**src/common/fm_clk_pkg.sv**
```systemverilog
// ********************
// shared types and constants of the fm timing core
// addresses, divider setting, enable bundle, axi4-lite channels
// ********************
`default_nettype none

package fm_clk_pkg;

    // prescaler setting, bit 1 from 0x2D, bit 0 from 0x2E
    typedef logic [1:0] div_sel_t;
    localparam div_sel_t div_sel_rst = 2'b10;    // FM 1/6, SSG 1/4

    // one-cycle clock enables out of the divider
    typedef struct packed {
        logic fm;       // fm operator rate
        logic div3;
        logic ssg;
        logic a666;     // adpcm-a 666 kHz
        logic a111;
        logic a55;
    } cen_bus_t;

    typedef struct packed {logic [7:0] awaddr; logic awvalid;} axil_aw_t;
    typedef struct packed {logic [31:0] wdata; logic wvalid;} axil_w_t;
    typedef struct packed {logic bvalid; logic [1:0] bresp;} axil_b_t;
    typedef struct packed {logic [7:0] araddr; logic arvalid;} axil_ar_t;
    typedef struct packed {logic rvalid; logic [31:0] rdata; logic [1:0] rresp;} axil_r_t;

    localparam logic [1:0] resp_okay = 2'b00;

    // register map, same numbers as the chip's own
    localparam logic [7:0] addr_div_set1 = 8'h2D;
    localparam logic [7:0] addr_div_set0 = 8'h2E;
    localparam logic [7:0] addr_div_clr  = 8'h2F;
    localparam logic [7:0] addr_tmr_a    = 8'h24;
    localparam logic [7:0] addr_tmr_b    = 8'h26;
    localparam logic [7:0] addr_tmr_ctl  = 8'h27;

    // fixed moduli of the adpcm chain and the /3 enable
    localparam logic [4:0] a666_mod = 5'd12;
    localparam logic [4:0] a111_mod = 5'd6;     // counted on a666 wraps
    localparam logic [4:0] a55_mod  = 5'd2;     // counted on a111 wraps
    localparam logic [4:0] div3_mod = 5'd3;

endpackage

`default_nettype wire

```
**src/fm_regs/fm_regs.sv**
```systemverilog
// ********************
// axi4-lite register port: prescaler commands, timer loads,
// timer control, status read and registered irq
// ********************
`timescale 1ns/1ps
`default_nettype none

module fm_regs #(
    parameter int tmr_a_w = 10,
    parameter int tmr_b_w = 8
) (
    input  logic                 clk,
    input  logic                 rst_n,
    input  fm_clk_pkg::axil_aw_t aw,
    output logic                 awready,
    input  fm_clk_pkg::axil_w_t  w,
    output logic                 wready,
    output fm_clk_pkg::axil_b_t  b,
    input  logic                 bready,
    input  fm_clk_pkg::axil_ar_t ar,
    output logic                 arready,
    output fm_clk_pkg::axil_r_t  r,
    input  logic                 rready,
    output fm_clk_pkg::div_sel_t div_sel,
    output logic [tmr_a_w-1:0]   tmr_a_load,
    output logic [tmr_b_w-1:0]   tmr_b_load,
    output logic                 run_a,
    output logic                 run_b,
    output logic                 clr_a,
    output logic                 clr_b,
    input  logic                 flag_a,
    input  logic                 flag_b,
    output logic                 irq
);
    import fm_clk_pkg::*;

    logic        bvalid_q;
    logic        rvalid_q;
    logic [31:0] rdata_q;
    logic        irq_en_a;
    logic        irq_en_b;
    logic        wr_en;     // write handshake completes this edge
    logic        rd_en;
    logic [31:0] status;

    assign wr_en  = awready & aw.awvalid & w.wvalid;
    assign rd_en  = arready & ar.arvalid;
    assign status = {28'd0, div_sel, flag_b, flag_a};

    assign wready = awready;    // aw and w always taken together
    assign b = '{bvalid: bvalid_q, bresp: resp_okay};
    assign r = '{rvalid: rvalid_q, rdata: rdata_q, rresp: resp_okay};

    // handshake state
    always_ff @(posedge clk or negedge rst_n) begin
        if (!rst_n) begin
            awready  <= 1'b0;
            bvalid_q <= 1'b0;
            arready  <= 1'b0;
            rvalid_q <= 1'b0;
        end else begin
            // one-cycle ready pulse, never while a response waits
            awready <= aw.awvalid & w.wvalid & ~awready & ~bvalid_q;
            arready <= ar.arvalid & ~arready & ~rvalid_q;
            if (wr_en)
                bvalid_q <= 1'b1;
            else if (bready)
                bvalid_q <= 1'b0;
            if (rd_en)
                rvalid_q <= 1'b1;
            else if (rready)
                rvalid_q <= 1'b0;
        end
    end

    // read data, status sampled at the address handshake
    always_ff @(posedge clk) begin
        if (rd_en)
            rdata_q <= status;
    end

    // register writes
    always_ff @(posedge clk or negedge rst_n) begin
        if (!rst_n) begin
            div_sel    <= div_sel_rst;
            tmr_a_load <= '0;
            tmr_b_load <= '0;
            run_a      <= 1'b0;
            run_b      <= 1'b0;
            irq_en_a   <= 1'b0;
            irq_en_b   <= 1'b0;
            clr_a      <= 1'b0;
            clr_b      <= 1'b0;
        end else begin
            clr_a <= 1'b0;  // one-shot
            clr_b <= 1'b0;
            if (wr_en) begin
                case (aw.awaddr)
                    addr_div_set1: div_sel[1] <= 1'b1;
                    addr_div_set0: div_sel[0] <= 1'b1;
                    addr_div_clr:  div_sel    <= 2'b00;
                    addr_tmr_a:    tmr_a_load <= w.wdata[tmr_a_w-1:0];
                    addr_tmr_b:    tmr_b_load <= w.wdata[tmr_b_w-1:0];
                    addr_tmr_ctl: begin
                        run_a    <= w.wdata[0];
                        run_b    <= w.wdata[1];
                        irq_en_a <= w.wdata[2];
                        irq_en_b <= w.wdata[3];
                        clr_a    <= w.wdata[4];
                        clr_b    <= w.wdata[5];
                    end
                    default: ;  // unmapped, still answered
                endcase
            end
        end
    end

    // irq out of the flags and their enables
    always_ff @(posedge clk or negedge rst_n) begin
        if (!rst_n)
            irq <= 1'b0;
        else
            irq <= (flag_a & irq_en_a) | (flag_b & irq_en_b);
    end

endmodule

`default_nettype wire

```
**src/fm_cen_div.sv**
```systemverilog
// ********************
// clock-enable divider: fm, ssg, /3 and adpcm-a enables from cen
// ********************
`timescale 1ns/1ps
`default_nettype none

module fm_cen_div #(
    parameter bit use_ssg = 1'b1
) (
    input  logic                 clk,
    input  logic                 rst_n,
    input  logic                 cen,
    input  fm_clk_pkg::div_sel_t div_sel,
    output fm_clk_pkg::cen_bus_t cen_out
);
    import fm_clk_pkg::*;

    logic [3:0] fm_pres;    // terminal count, ratio minus one
    logic [2:0] ssg_pres;
    logic [3:0] fm_cnt;
    logic [2:0] ssg_cnt;
    logic [4:0] div3_cnt;
    logic [4:0] a666_cnt;
    logic [4:0] a111_cnt;
    logic [4:0] a55_cnt;
    logic       z666;
    logic       z111;
    logic       z55;

    // ratios per div_sel, as in the chip datasheet
    always_comb begin
        case (div_sel)
            2'b10: begin    // reset value, FM 1/6 SSG 1/4
                fm_pres  = 4'd5;
                ssg_pres = 3'd3;
            end
            2'b11: begin    // FM 1/3 SSG 1/2
                fm_pres  = 4'd2;
                ssg_pres = 3'd1;
            end
            default: begin  // 0x, FM 1/2 SSG 1/1
                fm_pres  = 4'd1;
                ssg_pres = 3'd0;
            end
        endcase
    end

    assign z666 = (a666_cnt == 5'd0);
    assign z111 = (a111_cnt == 5'd0);
    assign z55  = (a55_cnt == 5'd0);

    always_ff @(posedge clk or negedge rst_n) begin
        if (!rst_n) begin
            fm_cnt   <= '0;
            ssg_cnt  <= '0;
            div3_cnt <= '0;
            a666_cnt <= '0;
            a111_cnt <= '0;
            a55_cnt  <= '0;
        end else if (cen) begin
            // >= so a smaller ratio written mid-count wraps at once
            fm_cnt   <= (fm_cnt >= fm_pres) ? 4'd0 : fm_cnt + 4'd1;
            ssg_cnt  <= (ssg_cnt >= ssg_pres) ? 3'd0 : ssg_cnt + 3'd1;
            div3_cnt <= (div3_cnt == div3_mod - 5'd1) ? 5'd0 : div3_cnt + 5'd1;
            a666_cnt <= (a666_cnt == a666_mod - 5'd1) ? 5'd0 : a666_cnt + 5'd1;
            if (z666) begin     // chain steps on the 666k pulse
                a111_cnt <= (a111_cnt == a111_mod - 5'd1) ? 5'd0 : a111_cnt + 5'd1;
                if (z111)
                    a55_cnt <= (a55_cnt == a55_mod - 5'd1) ? 5'd0 : a55_cnt + 5'd1;
            end
        end
    end

    // registered enables, one clk wide
    always_ff @(posedge clk or negedge rst_n) begin
        if (!rst_n) begin
            cen_out <= '0;
        end else begin
            cen_out.fm   <= cen & (fm_cnt == 4'd0);
            cen_out.ssg  <= use_ssg & cen & (ssg_cnt == 3'd0);
            cen_out.div3 <= cen & (div3_cnt == 5'd0);
            cen_out.a666 <= cen & z666;
            cen_out.a111 <= cen & z666 & z111;
            cen_out.a55  <= cen & z666 & z111 & z55;
        end
    end

endmodule

`default_nettype wire

```
**src/fm_clk_top.sv**
```systemverilog
// ********************
// fm timing core top: registers, divider, timers a and b
// ********************
`timescale 1ns/1ps
`default_nettype none

module fm_clk_top #(
    parameter bit use_ssg = 1'b1,
    parameter int tmr_a_w = 10,
    parameter int tmr_b_w = 8
) (
    input  logic                 clk,
    input  logic                 rst_n,
    input  logic                 cen,
    input  fm_clk_pkg::axil_aw_t aw,
    output logic                 awready,
    input  fm_clk_pkg::axil_w_t  w,
    output logic                 wready,
    output fm_clk_pkg::axil_b_t  b,
    input  logic                 bready,
    input  fm_clk_pkg::axil_ar_t ar,
    output logic                 arready,
    output fm_clk_pkg::axil_r_t  r,
    input  logic                 rready,
    output fm_clk_pkg::cen_bus_t cen_out,
    output logic                 irq
);
    import fm_clk_pkg::*;

    div_sel_t           div_sel;
    logic [tmr_a_w-1:0] tmr_a_load;
    logic [tmr_b_w-1:0] tmr_b_load;
    logic               run_a, run_b;
    logic               clr_a, clr_b;
    logic               flag_a, flag_b;

    fm_regs #(.tmr_a_w(tmr_a_w), .tmr_b_w(tmr_b_w)) u_regs (
        .clk, .rst_n,
        .aw, .awready, .w, .wready, .b, .bready,
        .ar, .arready, .r, .rready,
        .div_sel, .tmr_a_load, .tmr_b_load,
        .run_a, .run_b, .clr_a, .clr_b,
        .flag_a, .flag_b, .irq
    );

    fm_cen_div #(.use_ssg(use_ssg)) u_div (
        .clk, .rst_n, .cen, .div_sel, .cen_out
    );

    // timer A on the fm rate
    fm_timer #(.width(tmr_a_w)) u_tmr_a (
        .clk, .rst_n, .tick(cen_out.fm), .run(run_a),
        .clr_flag(clr_a), .load(tmr_a_load), .flag(flag_a)
    );

    // timer B on the 111 kHz adpcm rate
    fm_timer #(.width(tmr_b_w)) u_tmr_b (
        .clk, .rst_n, .tick(cen_out.a111), .run(run_b),
        .clr_flag(clr_b), .load(tmr_b_load), .flag(flag_b)
    );

endmodule

`default_nettype wire

```
**src/fm_timer.sv**
```systemverilog
// ********************
// load, count and overflow timer with sticky flag
// ********************
`timescale 1ns/1ps
`default_nettype none

module fm_timer #(
    parameter int width = 10
) (
    input  logic             clk,
    input  logic             rst_n,
    input  logic             tick,      // counting enable from the divider
    input  logic             run,
    input  logic             clr_flag,
    input  logic [width-1:0] load,
    output logic             flag
);

    logic [width-1:0] cnt;
    logic             run_q;
    logic             start;    // run rising edge
    logic             wrap;

    assign start = run & ~run_q;
    assign wrap  = run & tick & (&cnt);

    always_ff @(posedge clk or negedge rst_n) begin
        if (!rst_n) begin
            run_q <= 1'b0;
            cnt   <= '0;
        end else begin
            run_q <= run;
            if (start)
                cnt <= load;
            else if (wrap)
                cnt <= load;    // reload, period is 2^width - load
            else if (run && tick)
                cnt <= cnt + 1'b1;
        end
    end

    // overflow flag, held until cleared
    always_ff @(posedge clk or negedge rst_n) begin
        if (!rst_n)
            flag <= 1'b0;
        else if (wrap && !start)
            flag <= 1'b1;       // new overflow beats a clear
        else if (clr_flag)
            flag <= 1'b0;
    end

endmodule

`default_nettype wire
```
**config.mk**
```make
export PLATFORM = sky130hd
export DESIGN_NAME = fm_clk_top
export DESIGN_NICKNAME = d
export VERILOG_FILES = /design/src/common/fm_clk_pkg.sv /design/src/fm_regs/fm_regs.sv /design/src/fm_cen_div.sv /design/src/fm_clk_top.sv /design/src/fm_timer.sv
export SDC_FILE = /design/constraint.sdc
export NUM_CORES = 1
export LEC_CHECK = 0
export ABC_AREA = 1
export BUFFER_PORTS_ARGS = -buffer_cell sky130_fd_sc_hd__buf_2
export CAP_MARGIN = 20
export CORE_MARGIN = 5
export CORE_UTILIZATION = 59
export DETAILED_ROUTE_END_ITERATION = 10
export PLACE_DENSITY = 0.94
export SLEW_MARGIN = 30
export SYNTH_ARGS = -nofsm -noshare
export SYNTH_HDL_FRONTEND = slang
export SYNTH_HIERARCHICAL = 1
export SYNTH_SLANG_ARGS = --single-unit
```
**constraint.sdc**
```tcl
create_clock -name clk -period 2.32 [get_ports clk]
set_input_delay 0.232 -clock clk [delete_from_list [all_inputs] [get_ports clk]]
set_output_delay 0.232 -clock clk [all_outputs]
set_load 0.02 [all_outputs]
```
==> impl_metrics.ini, run 1 <==
[synthesis]
synth_xor_area_share_pct = 1.84
synthMuxAreaShare_pct = 0
synthTopCellsByArea = dfrtp_1 41%, nand2_1 13%, nand3_1 7.5%, inv_1 5.9%, buf_4 5.3%
ys_seq_area_share_pct = 43.4
synth_top_family_by_area = simple AND/OR/NAND/NOR gates
synth_top_area_cell = dfrtp_1
synth_cells = 643
synthSimpleGateAreaFrac_pct = 32.6
netlist_area_sq_um = 5240
synth-seq-cells = 90
synth_compound_area_share_pct = 3.75
synth_fa_ha_area_share_pct = 5.26
yosys_warnings = 6
synth_top_area_share_pct = 40.6
synth.distinct_cells = 41
avgSynthCellArea_sq_um = 8.15

[worst_setup_path]
rr_worst_depth = 7
cpPeakStageDelay_ns = 0.58
worstSetupPathType = flip-flop to flip-flop
r2r_slack_ns = 0.66
crit_path_cell_trace = nand2_1 -> ha_1 -> nand2_1 -> nand2_1 -> nand2_1 -> nand3_1 -> o21ai_0
critical_path_arrival_ns = 1.93
crit_top_cell = nand2_1
timing.rr.end = u_div/fm_cnt[0]$_DFFE_PN0P_
cpLargestDelayFamily = flip-flops
end_kind = flip-flop
cp-start-kind = flip-flop
crit_fanout = 5
crit_required_ns = 2.60
crit_start = u_regs/div_sel[1]$_DFFE_PN1P_
r2r_start = u_regs/div_sel[1]$_DFFE_PN1P_
slowest_stage = dfstp_2
crit_buf_inv = 0

[sta]
setup_viol = 0
hold_violations = 0
final.min_clock_period_ns = 1.66
skew_ns = 0.0106
tightest_slew_ns = 0.557
relSlewSlack_pct = 62.8
fin_setup_tns_ns = 0
fin_crit_sh_pct = 71.4
rsz0062_at_grt = no
fmax_mhz = 604
setup_ws_ns = 0.664
drv_slew = 0
whs_ns = 0.0534

[routing]
ant_nets = 0
wl_per_cell_um = 14.2
drt_pass1_iterations = 5
wirelength_mm = 11.4
drtIter0Drc = 306
avgViaCountPerCell = 5.42
drc = 0
num_vias = 4327

[global_routing]
globalRouteOverflowTotal = 0
grt_max_degree = 46
grt_usage_pct = 21.4
grt_pass1_wl_mm = 19.5
antenna_found_initial = 0
grt_pass1_vias = 4356

[pwr]
p_per_area_nw_per_um2 = 739
clkPwrFrac_pct = 26.4
pwr-share-comb_pct = 25.2
leakagePower_nw = 2.97
switching_share_pct = 35.3
p_sw_w = 0.00146
cell_internal_pwr_w = 0.00268
vdd_ir_drop_max_v = 0.000720
pwr-share-seq_pct = 48.4

[cts]
clockBufferDepth = 2
cts_made_buffers = 9
cts_root_buffer = clkbuf_8
clkTransAtPathRegs_ns = 0.09
h-tree-depth = 3
clk_latency_ns = 0.36
cts.sinks = 90
cts_tree = done

[final_layout]
synthToLayoutAreaGrowth_pct = 6.95
finalNetCount = 764
drive_gt1_share_pct = 16.1
seq_area_sq_um = 2270
final_util_pct = 64.5
diodes = 0
fillers = 690
multi_input_area_sq_um = 2390
fin_area_sq_um = 5600

[placement]
portBuffers = 41
dp_hpwl_mm = 7.95
pre_cts_slack_ns = 0.757
postPlaceCellArea_sq_um = 5390
routabilityCongestion = 0.873

[floorplan]
coreArea_sq_um = 8680
die_area_sq_um = 10900
start_util_pct = 60.4
die_w_um = 104
ios = 104
rows = 34
die_h_um = 104

[run]
drv_cap = 0

[min_path]
hold_depth = 2
holdCritPathClass = input pin to flip-flop
hp-start = rready
min_to = u_regs/rvalid_q$_DFFE_PN0P_

[status]
status = finished clean
[metal layers]
| layer | part of all wire [%] | global-route usage [%] |
|---|---|---|
| met4 | 2.8 | 7.96 |
| met2 | 53 | 38.4 |
| met3 | 6.1 | 5.59 |
| met5 | 0 | 0 |
| met1 | 38 | 24.3 |
[sequential cells by signal, summed over array words and instances (netlist names), 2 cells and up]
signal	count
u_div/cen_out	6
u_div/a666_cnt	5
u_div/fm_cnt	4
u_tmr_a/cnt	10
u_regs/tmr_b_load	8
u_regs/div_sel	2
u_regs/tmr_a_load	10
u_div/div3_cnt	5
u_div/a111_cnt	5
u_div/a55_cnt	5
u_div/ssg_cnt	3
u_tmr_b/cnt	8
u_regs/rdata_q	4
[power by group through the flow]
stage	registers (W)	clock network (W)	logic (W)
global route	0.00203	0.00118	0.00118
floorplan	0.00200	0	0.000773
detailed placement	0.00202	0	0.00101
CTS	0.00200	0.00112	0.00103
finish	0.00200	0.00109	0.00104
global placement	0.00200	0	0.000915
[worst register-to-register path: stages, from the launching register on]
cell and delay [ns]:
dfstp_2 0.58, nand2_1 0.10, ha_1 0.31, nand2_1 0.08
nand2_1 0.07, nand2_1 0.08, nand3_1 0.16, o21ai_0 0.20
[synthesized netlist by cell type]
cell,number
nand2_4,1
o21ai_0,15
nor2_2,4
xnor2_1,7
dfstp_2,1
clkbuf_1,1
inv_2,5
nor3_4,1
buf_6,3
nand2_1,182
nand3_1,78
buf_2,1
buf_4,37
nor3_1,3
o211ai_1,1
a21oi_2,1
nand3b_1,3
dfrtp_1,85
nor3_2,3
nand3_4,1
edfxtp_1,4
o21bai_1,2
clkbuf_8,1
nor2_8,2
a21o_1,1
o21ai_1,2
nand2_2,16
nand3_2,5
nor2_1,38
a21oi_1,9
nand4_1,5
nor2_4,8
o22ai_1,3
xor2_1,4
inv_6,1
inv_1,82
bufinv_8,1
ha_1,22
conb_1,1
a22o_1,1
nand2_8,2
[stage by stage]
stage	power, W	std cells
floorplan	0.00277	674
global placement	0.00291	782
detailed placement	0.00303	782
CTS	0.00415	799
global route	0.00439	799
finish	0.00414	799
[cells by family (layout without fill, tap and decap cells)]
family                     count (synthesis)  in the layout
AOI/OAI and AO/OA                         35             35
xor gates and xnor gates                  11             11
adders and majority gates                 22             22
buffers and inverters                    132            149
DFF                                       90             90
other                                      1             32
and+or+nand+nor                          352            352
[repair_timing]
item,CTS,global route
setup buffers,0,0
gates resized for setup,0,0
hold buffers,1,0
endpoints found under the setup margin,0,0
hold endpoints to repair,40,0
[layout make-up]
cell class                      count  area share (%)
Inverter                           89            6.30
Clock inverter                      6            1.14
Multi-Input combinational cell    452            42.7
Clock buffer                       10            2.46
Sequential cell                    90            40.6
Timing Repair Buffer               44            4.38
Tap cell                          108            2.41
[how the worst max path moves through the flow]
stage | endpoint | slack, ns | cells after the start
after floorplan | u_div/fm_cnt[0]$_DFFE_PN0P_ | 0.97 | 7
after global placement | u_tmr_a/cnt[3]$_DFFE_PN0P_ | 0.84 | 8
after detailed placement | u_tmr_a/cnt[4]$_DFFE_PN0P_ | 0.76 | 8
after CTS | u_tmr_a/cnt[4]$_DFFE_PN0P_ | 0.75 | 8
after global routing | u_tmr_a/cnt[4]$_DFFE_PN0P_ | 0.64 | 8
final | u_div/fm_cnt[0]$_DFFE_PN0P_ | 0.66 | 7
[cell usage in the layout, fill, tap and decap left out, types with 2 or more instances in the layout]
cell type / instances
edfxtp_1: 4
buf_2: 40
o22ai_1: 3
nor2_4: 8
nand2_1: 182
inv_6: 2
nor2_8: 2
nor3_1: 3
conb_1: 32
o21bai_1: 2
o21ai_1: 2
nand4_1: 5
nor3_2: 3
nand3_1: 78
nand3b_1: 3
dfrtp_1: 85
nor2_2: 4
xnor2_1: 7
xor2_1: 4
nand2_2: 16
ha_1: 22
buf_4: 2
clkbuf_8: 10
nand3_2: 5
nor2_1: 38
o21ai_0: 15
inv_2: 5
inv_1: 82
nand2_8: 2
clkinv_2: 2
a21oi_1: 9
Note: power is estimated with default switching activity, not from simulation.
==> run 2, diff against run 1 <==
ABC_AREA = 0   (was 1)
CORE_UTILIZATION = 49   (was 59)
PLACE_DENSITY = 0.85   (was 0.94)
clock period = 1.4 ns   (was 2.32 ns; I/O delays follow)
==> impl_metrics.ini, run 2 <==
[final_layout]
reg_top3 = u_regs/tmr_a_load: 10 flops, u_tmr_a/cnt: 10 flops
fin_cells = 696
finalNetCount = 636
final_util_pct = 66.6
diodes = 0
fillers = 698
drive_gt1_share_pct = 45.8
seq_area_sq_um = 2270
synthToLayoutAreaGrowth_pct = 34.0
mostFrequentLayoutCell = dfrtp_1
final_cell_mix = 84 x dfrtp_1, 75 x buf_4, 40 x buf_2
multi_input_area_sq_um = 2630

[placement]
dp_hpwl_mm = 8.09
dp.cells = 662
portBuffers = 41
routabilityCongestion = 0.900

[routing]
ant_nets = 0
drtIter0Drc = 197
wl_per_cell_um = 17.7
drt_pass1_iterations = 4
num_vias = 3762
wirelength_mm = 12.3
avgViaCountPerCell = 5.41
drc = 0

[worst_setup_path]
crit_required_ns = 1.69
r2r_slack_ns = -0.53
crit_path_cell_trace = nand2_4 -> ha_1 -> nand2b_1 -> a311o_1 -> or2_4 -> mux2i_2
slowest_stage = dfstp_2
critical_path_arrival_ns = 2.22
cpPeakStageDelay_ns = 0.58
worstSetupPathType = flip-flop to flip-flop
crit_fanout = 3
cp-start-kind = flip-flop
end_kind = flip-flop

[global_routing]
busiest_layer = met2
grt_pass1_vias = 3853
grt_usage_pct = 20.1
grtUsageMet3_pct = 3.61
grt_pass1_wl_mm = 18.4
grt_max_degree = 32
globalRouteOverflowTotal = 0
met2_usage_pct = 35.7
met1_usage_pct = 23.9
antenna_found_initial = 0

[floorplan]
die_h_um = 109
start_util_pct = 49.7
ios = 104
rows = 36
coreArea_sq_um = 9640
die_w_um = 109
die_area_sq_um = 11900

[cts]
h-tree-depth = 3
cts.sinks = 90
cts_tree = done
clockBufferDepth = 2
clkTransAtPathRegs_ns = 0.10
cts_root_buffer = clkbuf_8
cts_made_buffers = 9
clk_latency_ns = 0.37

[synthesis]
synth_top_area_cell = dfrtp_1
netlist_area_sq_um = 4790
synth_edf_count = 4
synth.distinct_cells = 74
yosysMostFrequentCell = dfrtp_1
synth_top_area_share_pct = 44.4
avgSynthCellArea_sq_um = 11.3
synthTopCellsByArea = dfrtp_1 44%, ha_1 5.7%, buf_4 5.5%, mux2_2 3.5%, mux2_4 2.8%
async_reset_ff_share_pct = 95.6
synth_cells = 424
synthTopCellsByCount = 85 x dfrtp_1, 35 x buf_4, 25 x nand2_1, 23 x inv_1, 22 x ha_1
yosys_most_used_dff = dfrtp_1
ys_seq_area_share_pct = 47.5
synth-seq-cells = 90
yosys_warnings = 6

[sta]
fmax_mhz = 519
fin_crit_sh_pct = 138
setup_ws_ns = -0.526
final.min_clock_period_ns = 1.93
drv_slew = 0
skew_ns = 0.0137
fin_setup_tns_ns = -7.08
hold_violations = 0
rsz0062_at_grt = yes
setup_viol = 50

[run]
drv_cap = 0

[pwr]
leakagePower_nw = 3.12
p_per_area_nw_per_um2 = 1170
vdd_ir_drop_max_v = 0.00101

[min_path]
holdCritPathClass = input pin to flip-flop

[status]
violations = setup timing
status = complete, but fails checks
[run 2: routing by layer]
layer,wire (um),part of all wire [%]
met4,373,3.0
met5,0,0
met1,4850,39
met3,468,3.8
met2,6620,54
[run 2: power by group]
part / internal, W / leakage (nW) / switching [W]
sequential: 0.00298 / 1.17 / 0.000343
combinational: 0.00125 / 1.87 / 0.00127
clock: 0.000667 / 0.0852 / 0.000968
[run 2: layout make-up]
class | count | share of cell area, %
Sequential cell | 90 | 35.4
Clock inverter | 6 | 0.760
Timing Repair Buffer | 139 | 16.8
Clock buffer | 10 | 1.99
Tap cell | 133 | 2.59
Inverter | 24 | 1.40
Multi-Input combinational cell | 294 | 41.0
[run 2: final timing paths]
path | depth (start not counted) | to | start
max | 6 | u_div/fm_cnt[0]$_DFFE_PN0P_ | u_regs/div_sel[1]$_DFFE_PN1P_
min reg2reg | 1 | u_regs/arready$_DFF_PN0_ | u_regs/arready$_DFF_PN0_
max reg2reg | 6 | u_div/fm_cnt[0]$_DFFE_PN0P_ | u_regs/div_sel[1]$_DFFE_PN1P_
min | 2 | u_regs/tmr_a_load[8]$_DFFE_PN0P_ | w[9]
min in group asynchronous | 2 | u_regs/tmr_a_load[2]$_DFFE_PN0P_ | rst_n
max in group asynchronous | 3 | u_div/a111_cnt[1]$_DFFE_PN0P_ | rst_n
[run 2: worst max-delay path: cells and delay by family, from the launching register on]
kind | cells | cell delay (ns)
DFF | 1 | 0.58
AOI/OAI and AO/OA | 1 | 0.31
and+or+nand+nor | 3 | 0.49
adders and majority gates | 1 | 0.28
muxes | 1 | 0.17
[run 2: kinds of logic (layout without fill, tap and decap cells)]
kind of cell,count (synthesis),count (layout),share of synthesized area [%]
buf+inv,71,179,9.43
mux,34,34,8.44
fa+ha+maj,22,22,5.75
xor+xnor,7,7,1.28
compound gates,81,81,12.5
simple gates,118,118,15.1
other cells,1,32,0.0783
flops,90,90,47.5
[run 2: per-stage QoR]
step / setup slack (ns) / hold WS (ns) / total power [W] / area, sq um
after floorplan: -0.385 / -0.156 / 0.00448 / 4960
after global placement: -0.404 / 0.0874 / 0.00512 / 5610
after detailed placement: -0.535 / 0.108 / 0.00531 / 5610
after CTS: -0.493 / 0.000943 / 0.00723 / 6100
after global routing: -0.562 / 0.00534 / 0.00793 / 6420
final: -0.526 / 0.0226 / 0.00749 / 6420
[run 2: repair_timing]
item / 4_1_cts / 5_1_grt
endpoints found under the hold margin: 25 / 1
buffers inserted: 11 / 7
pin swaps: 32 / 22
gates resized for setup: 52 / 61
setup endpoints to repair: 48 / 57
hold buffers: 1 / 1
gates cloned: 0 / 1
==> run 3, diff against run 2 <==
CAP_MARGIN = not set   (was 20)
SKIP_LAST_GASP = 1   (was not set)
==> impl_metrics.ini, run 3 (synthesis results as in run 2) <==
[worst_setup_path]
slowest_stage = dfstp_2
r2r_start = u_regs/div_sel[1]$_DFFE_PN1P_
cp-start-kind = flip-flop
rr_worst_depth = 6
crit_fanout = 3
worstSetupPathType = flip-flop to flip-flop
crit_path_cell_trace = nand2b_1 -> ha_4 -> a21o_1 -> a311o_1 -> or2_4 -> mux2i_1
critical_path_arrival_ns = 2.22
cpPeakStageDelay_ns = 0.59
r2r_slack_ns = -0.51
end_kind = flip-flop
crit_required_ns = 1.70
timing.rr.end = u_div/fm_cnt[0]$_DFFE_PN0P_

[run]
drv_cap = 0

[final_layout]
mostFrequentLayoutCell = dfrtp_1
drive_gt1_share_pct = 45.6
multi_input_area_sq_um = 2590
reg_top3 = u_regs/tmr_a_load: 10 flops, u_tmr_a/cnt: 10 flops
seq_area_sq_um = 2270
synthToLayoutAreaGrowth_pct = 32.7
final_cell_mix = 84 x dfrtp_1, 76 x buf_4, 40 x buf_2
finalNetCount = 634
diodes = 0
fillers = 702

[global_routing]
grt_pass1_vias = 3903
grt_usage_pct = 20.6
globalRouteOverflowTotal = 0
antenna_found_initial = 0
grt_pass1_wl_mm = 18.8
grt_max_degree = 32

[sta]
fin_setup_tns_ns = -6.40
setup_ws_ns = -0.512
hold_violations = 0
final.min_clock_period_ns = 1.91
skew_ns = 0.0154
rsz0062_at_grt = yes
fmax_mhz = 523
fin_crit_sh_pct = 137
setup_viol = 45
drv_slew = 0

[cts]
clkTransAtPathRegs_ns = 0.10
cts.sinks = 90
clockBufferDepth = 2
cts_made_buffers = 9
cts_tree = done
cts_root_buffer = clkbuf_8
h-tree-depth = 3
clk_latency_ns = 0.38

[placement]
portBuffers = 41
dp_hpwl_mm = 8.09
routabilityCongestion = 0.900

[routing]
met1Wirelength_mm = 4.64
top_layer_used = met4
drc = 0
wl_met2_mm = 6.69
wl_per_cell_um = 17.9
ant_nets = 0
drtIter0Drc = 191
dr_wl_met3_um = 548
drt_pass1_iterations = 4
num_vias = 3769
wirelength_mm = 12.4
avgViaCountPerCell = 5.43

[status]
status = complete, but fails checks
violations = setup timing

[floorplan]
ios = 104
die_area_sq_um = 11900
coreArea_sq_um = 9640
die_w_um = 109
start_util_pct = 49.7
rows = 36
die_h_um = 109

[pwr]
power_w = 0.00748
leakagePower_nw = 3.08
vdd_ir_drop_max_v = 0.00101
p_per_area_nw_per_um2 = 1180

[min_path]
min_to = u_regs/tmr_a_load[9]$_DFFE_PN0P_
hold_depth = 2
holdCritPathClass = input pin to flip-flop
hp-start = w[10]
==> run 3: cell types whose count changed in the layout (fill, tap and decap cells not counted), sizes merged <==
cell | previous run | this run
dlygate4sd3 | 2 | 1
buf | 136 | 135
==> run 3: how the worst max path moves through the flow <==
stage               slack (ns)                     endpoint                          start
floorplan                -0.39  u_div/fm_cnt[0]$_DFFE_PN0P_  u_regs/div_sel[1]$_DFFE_PN1P_
global placement         -0.40  u_div/fm_cnt[0]$_DFFE_PN0P_  u_regs/div_sel[1]$_DFFE_PN1P_
detailed placement       -0.54  u_div/fm_cnt[0]$_DFFE_PN0P_  u_regs/div_sel[1]$_DFFE_PN1P_
CTS                      -0.49  u_div/fm_cnt[0]$_DFFE_PN0P_  u_regs/div_sel[1]$_DFFE_PN1P_
global route             -0.54  u_div/fm_cnt[0]$_DFFE_PN0P_  u_regs/div_sel[1]$_DFFE_PN1P_
finish                   -0.51  u_div/fm_cnt[0]$_DFFE_PN0P_  u_regs/div_sel[1]$_DFFE_PN1P_
==> run 3: power breakdown <==
group          internal, W  switching [W]  total (W)
Combinational      0.00125        0.00126    0.00251
Sequential         0.00298       0.000346    0.00333
Clock             0.000667       0.000981    0.00165
==> run 3: layout make-up <==
cell class                      instances  area share (%)
Inverter                               24            1.42
Clock buffer                           10            2.01
Tap cell                              133            2.62
Sequential cell                        90            35.8
Multi-Input combinational cell        294            40.8
Timing Repair Buffer                  137            16.6
Clock inverter                          6           0.768
==> run 3: per-layer routing <==
layer,global-route usage (%),vias up
li1,-,1729
met1,23.4,1864
met2,36.6,125
met3,3.97,51
met4,10.7,0
met5,0,-
==> run 3: per-stage QoR <==
| stage | cells | setup slack [ns] | cell area [sq um] | utilization (%) | hold WS, ns |
|---|---|---|---|---|---|
| after global routing | 694 | -0.543 | 6360 | 65.9 | 0.00422 |
| final | 694 | -0.512 | 6360 | 65.9 | 0.0117 |
| after detailed placement | 662 | -0.535 | 5610 | 58.2 | 0.108 |
| after global placement | 662 | -0.404 | 5610 | 58.2 | 0.0874 |
| after CTS | 689 | -0.493 | 6080 | 63.1 | 0.000943 |
| after floorplan | 455 | -0.385 | 4960 | - | -0.156 |
==> run 3: repair_timing <==
item / CTS / global route
buffers inserted: 11 / 6
cloned: 0 / 1
setup endpoints to repair: 48 / 60
pin swaps: 32 / 23
endpoints found under the hold margin: 25 / 0
hold buffers: 1 / 0
resized for setup: 46 / 52
==> run 3: worst max-delay path: cells and delay by family, from the launching register on <==
| kind | cells | cell delay (ns) |
|---|---|---|
| adders and majority gates | 1 | 0.25 |
| muxes | 1 | 0.15 |
| DFF | 1 | 0.59 |
| AOI/OAI and AO/OA | 2 | 0.46 |
| and+or+nand+nor | 2 | 0.39 |
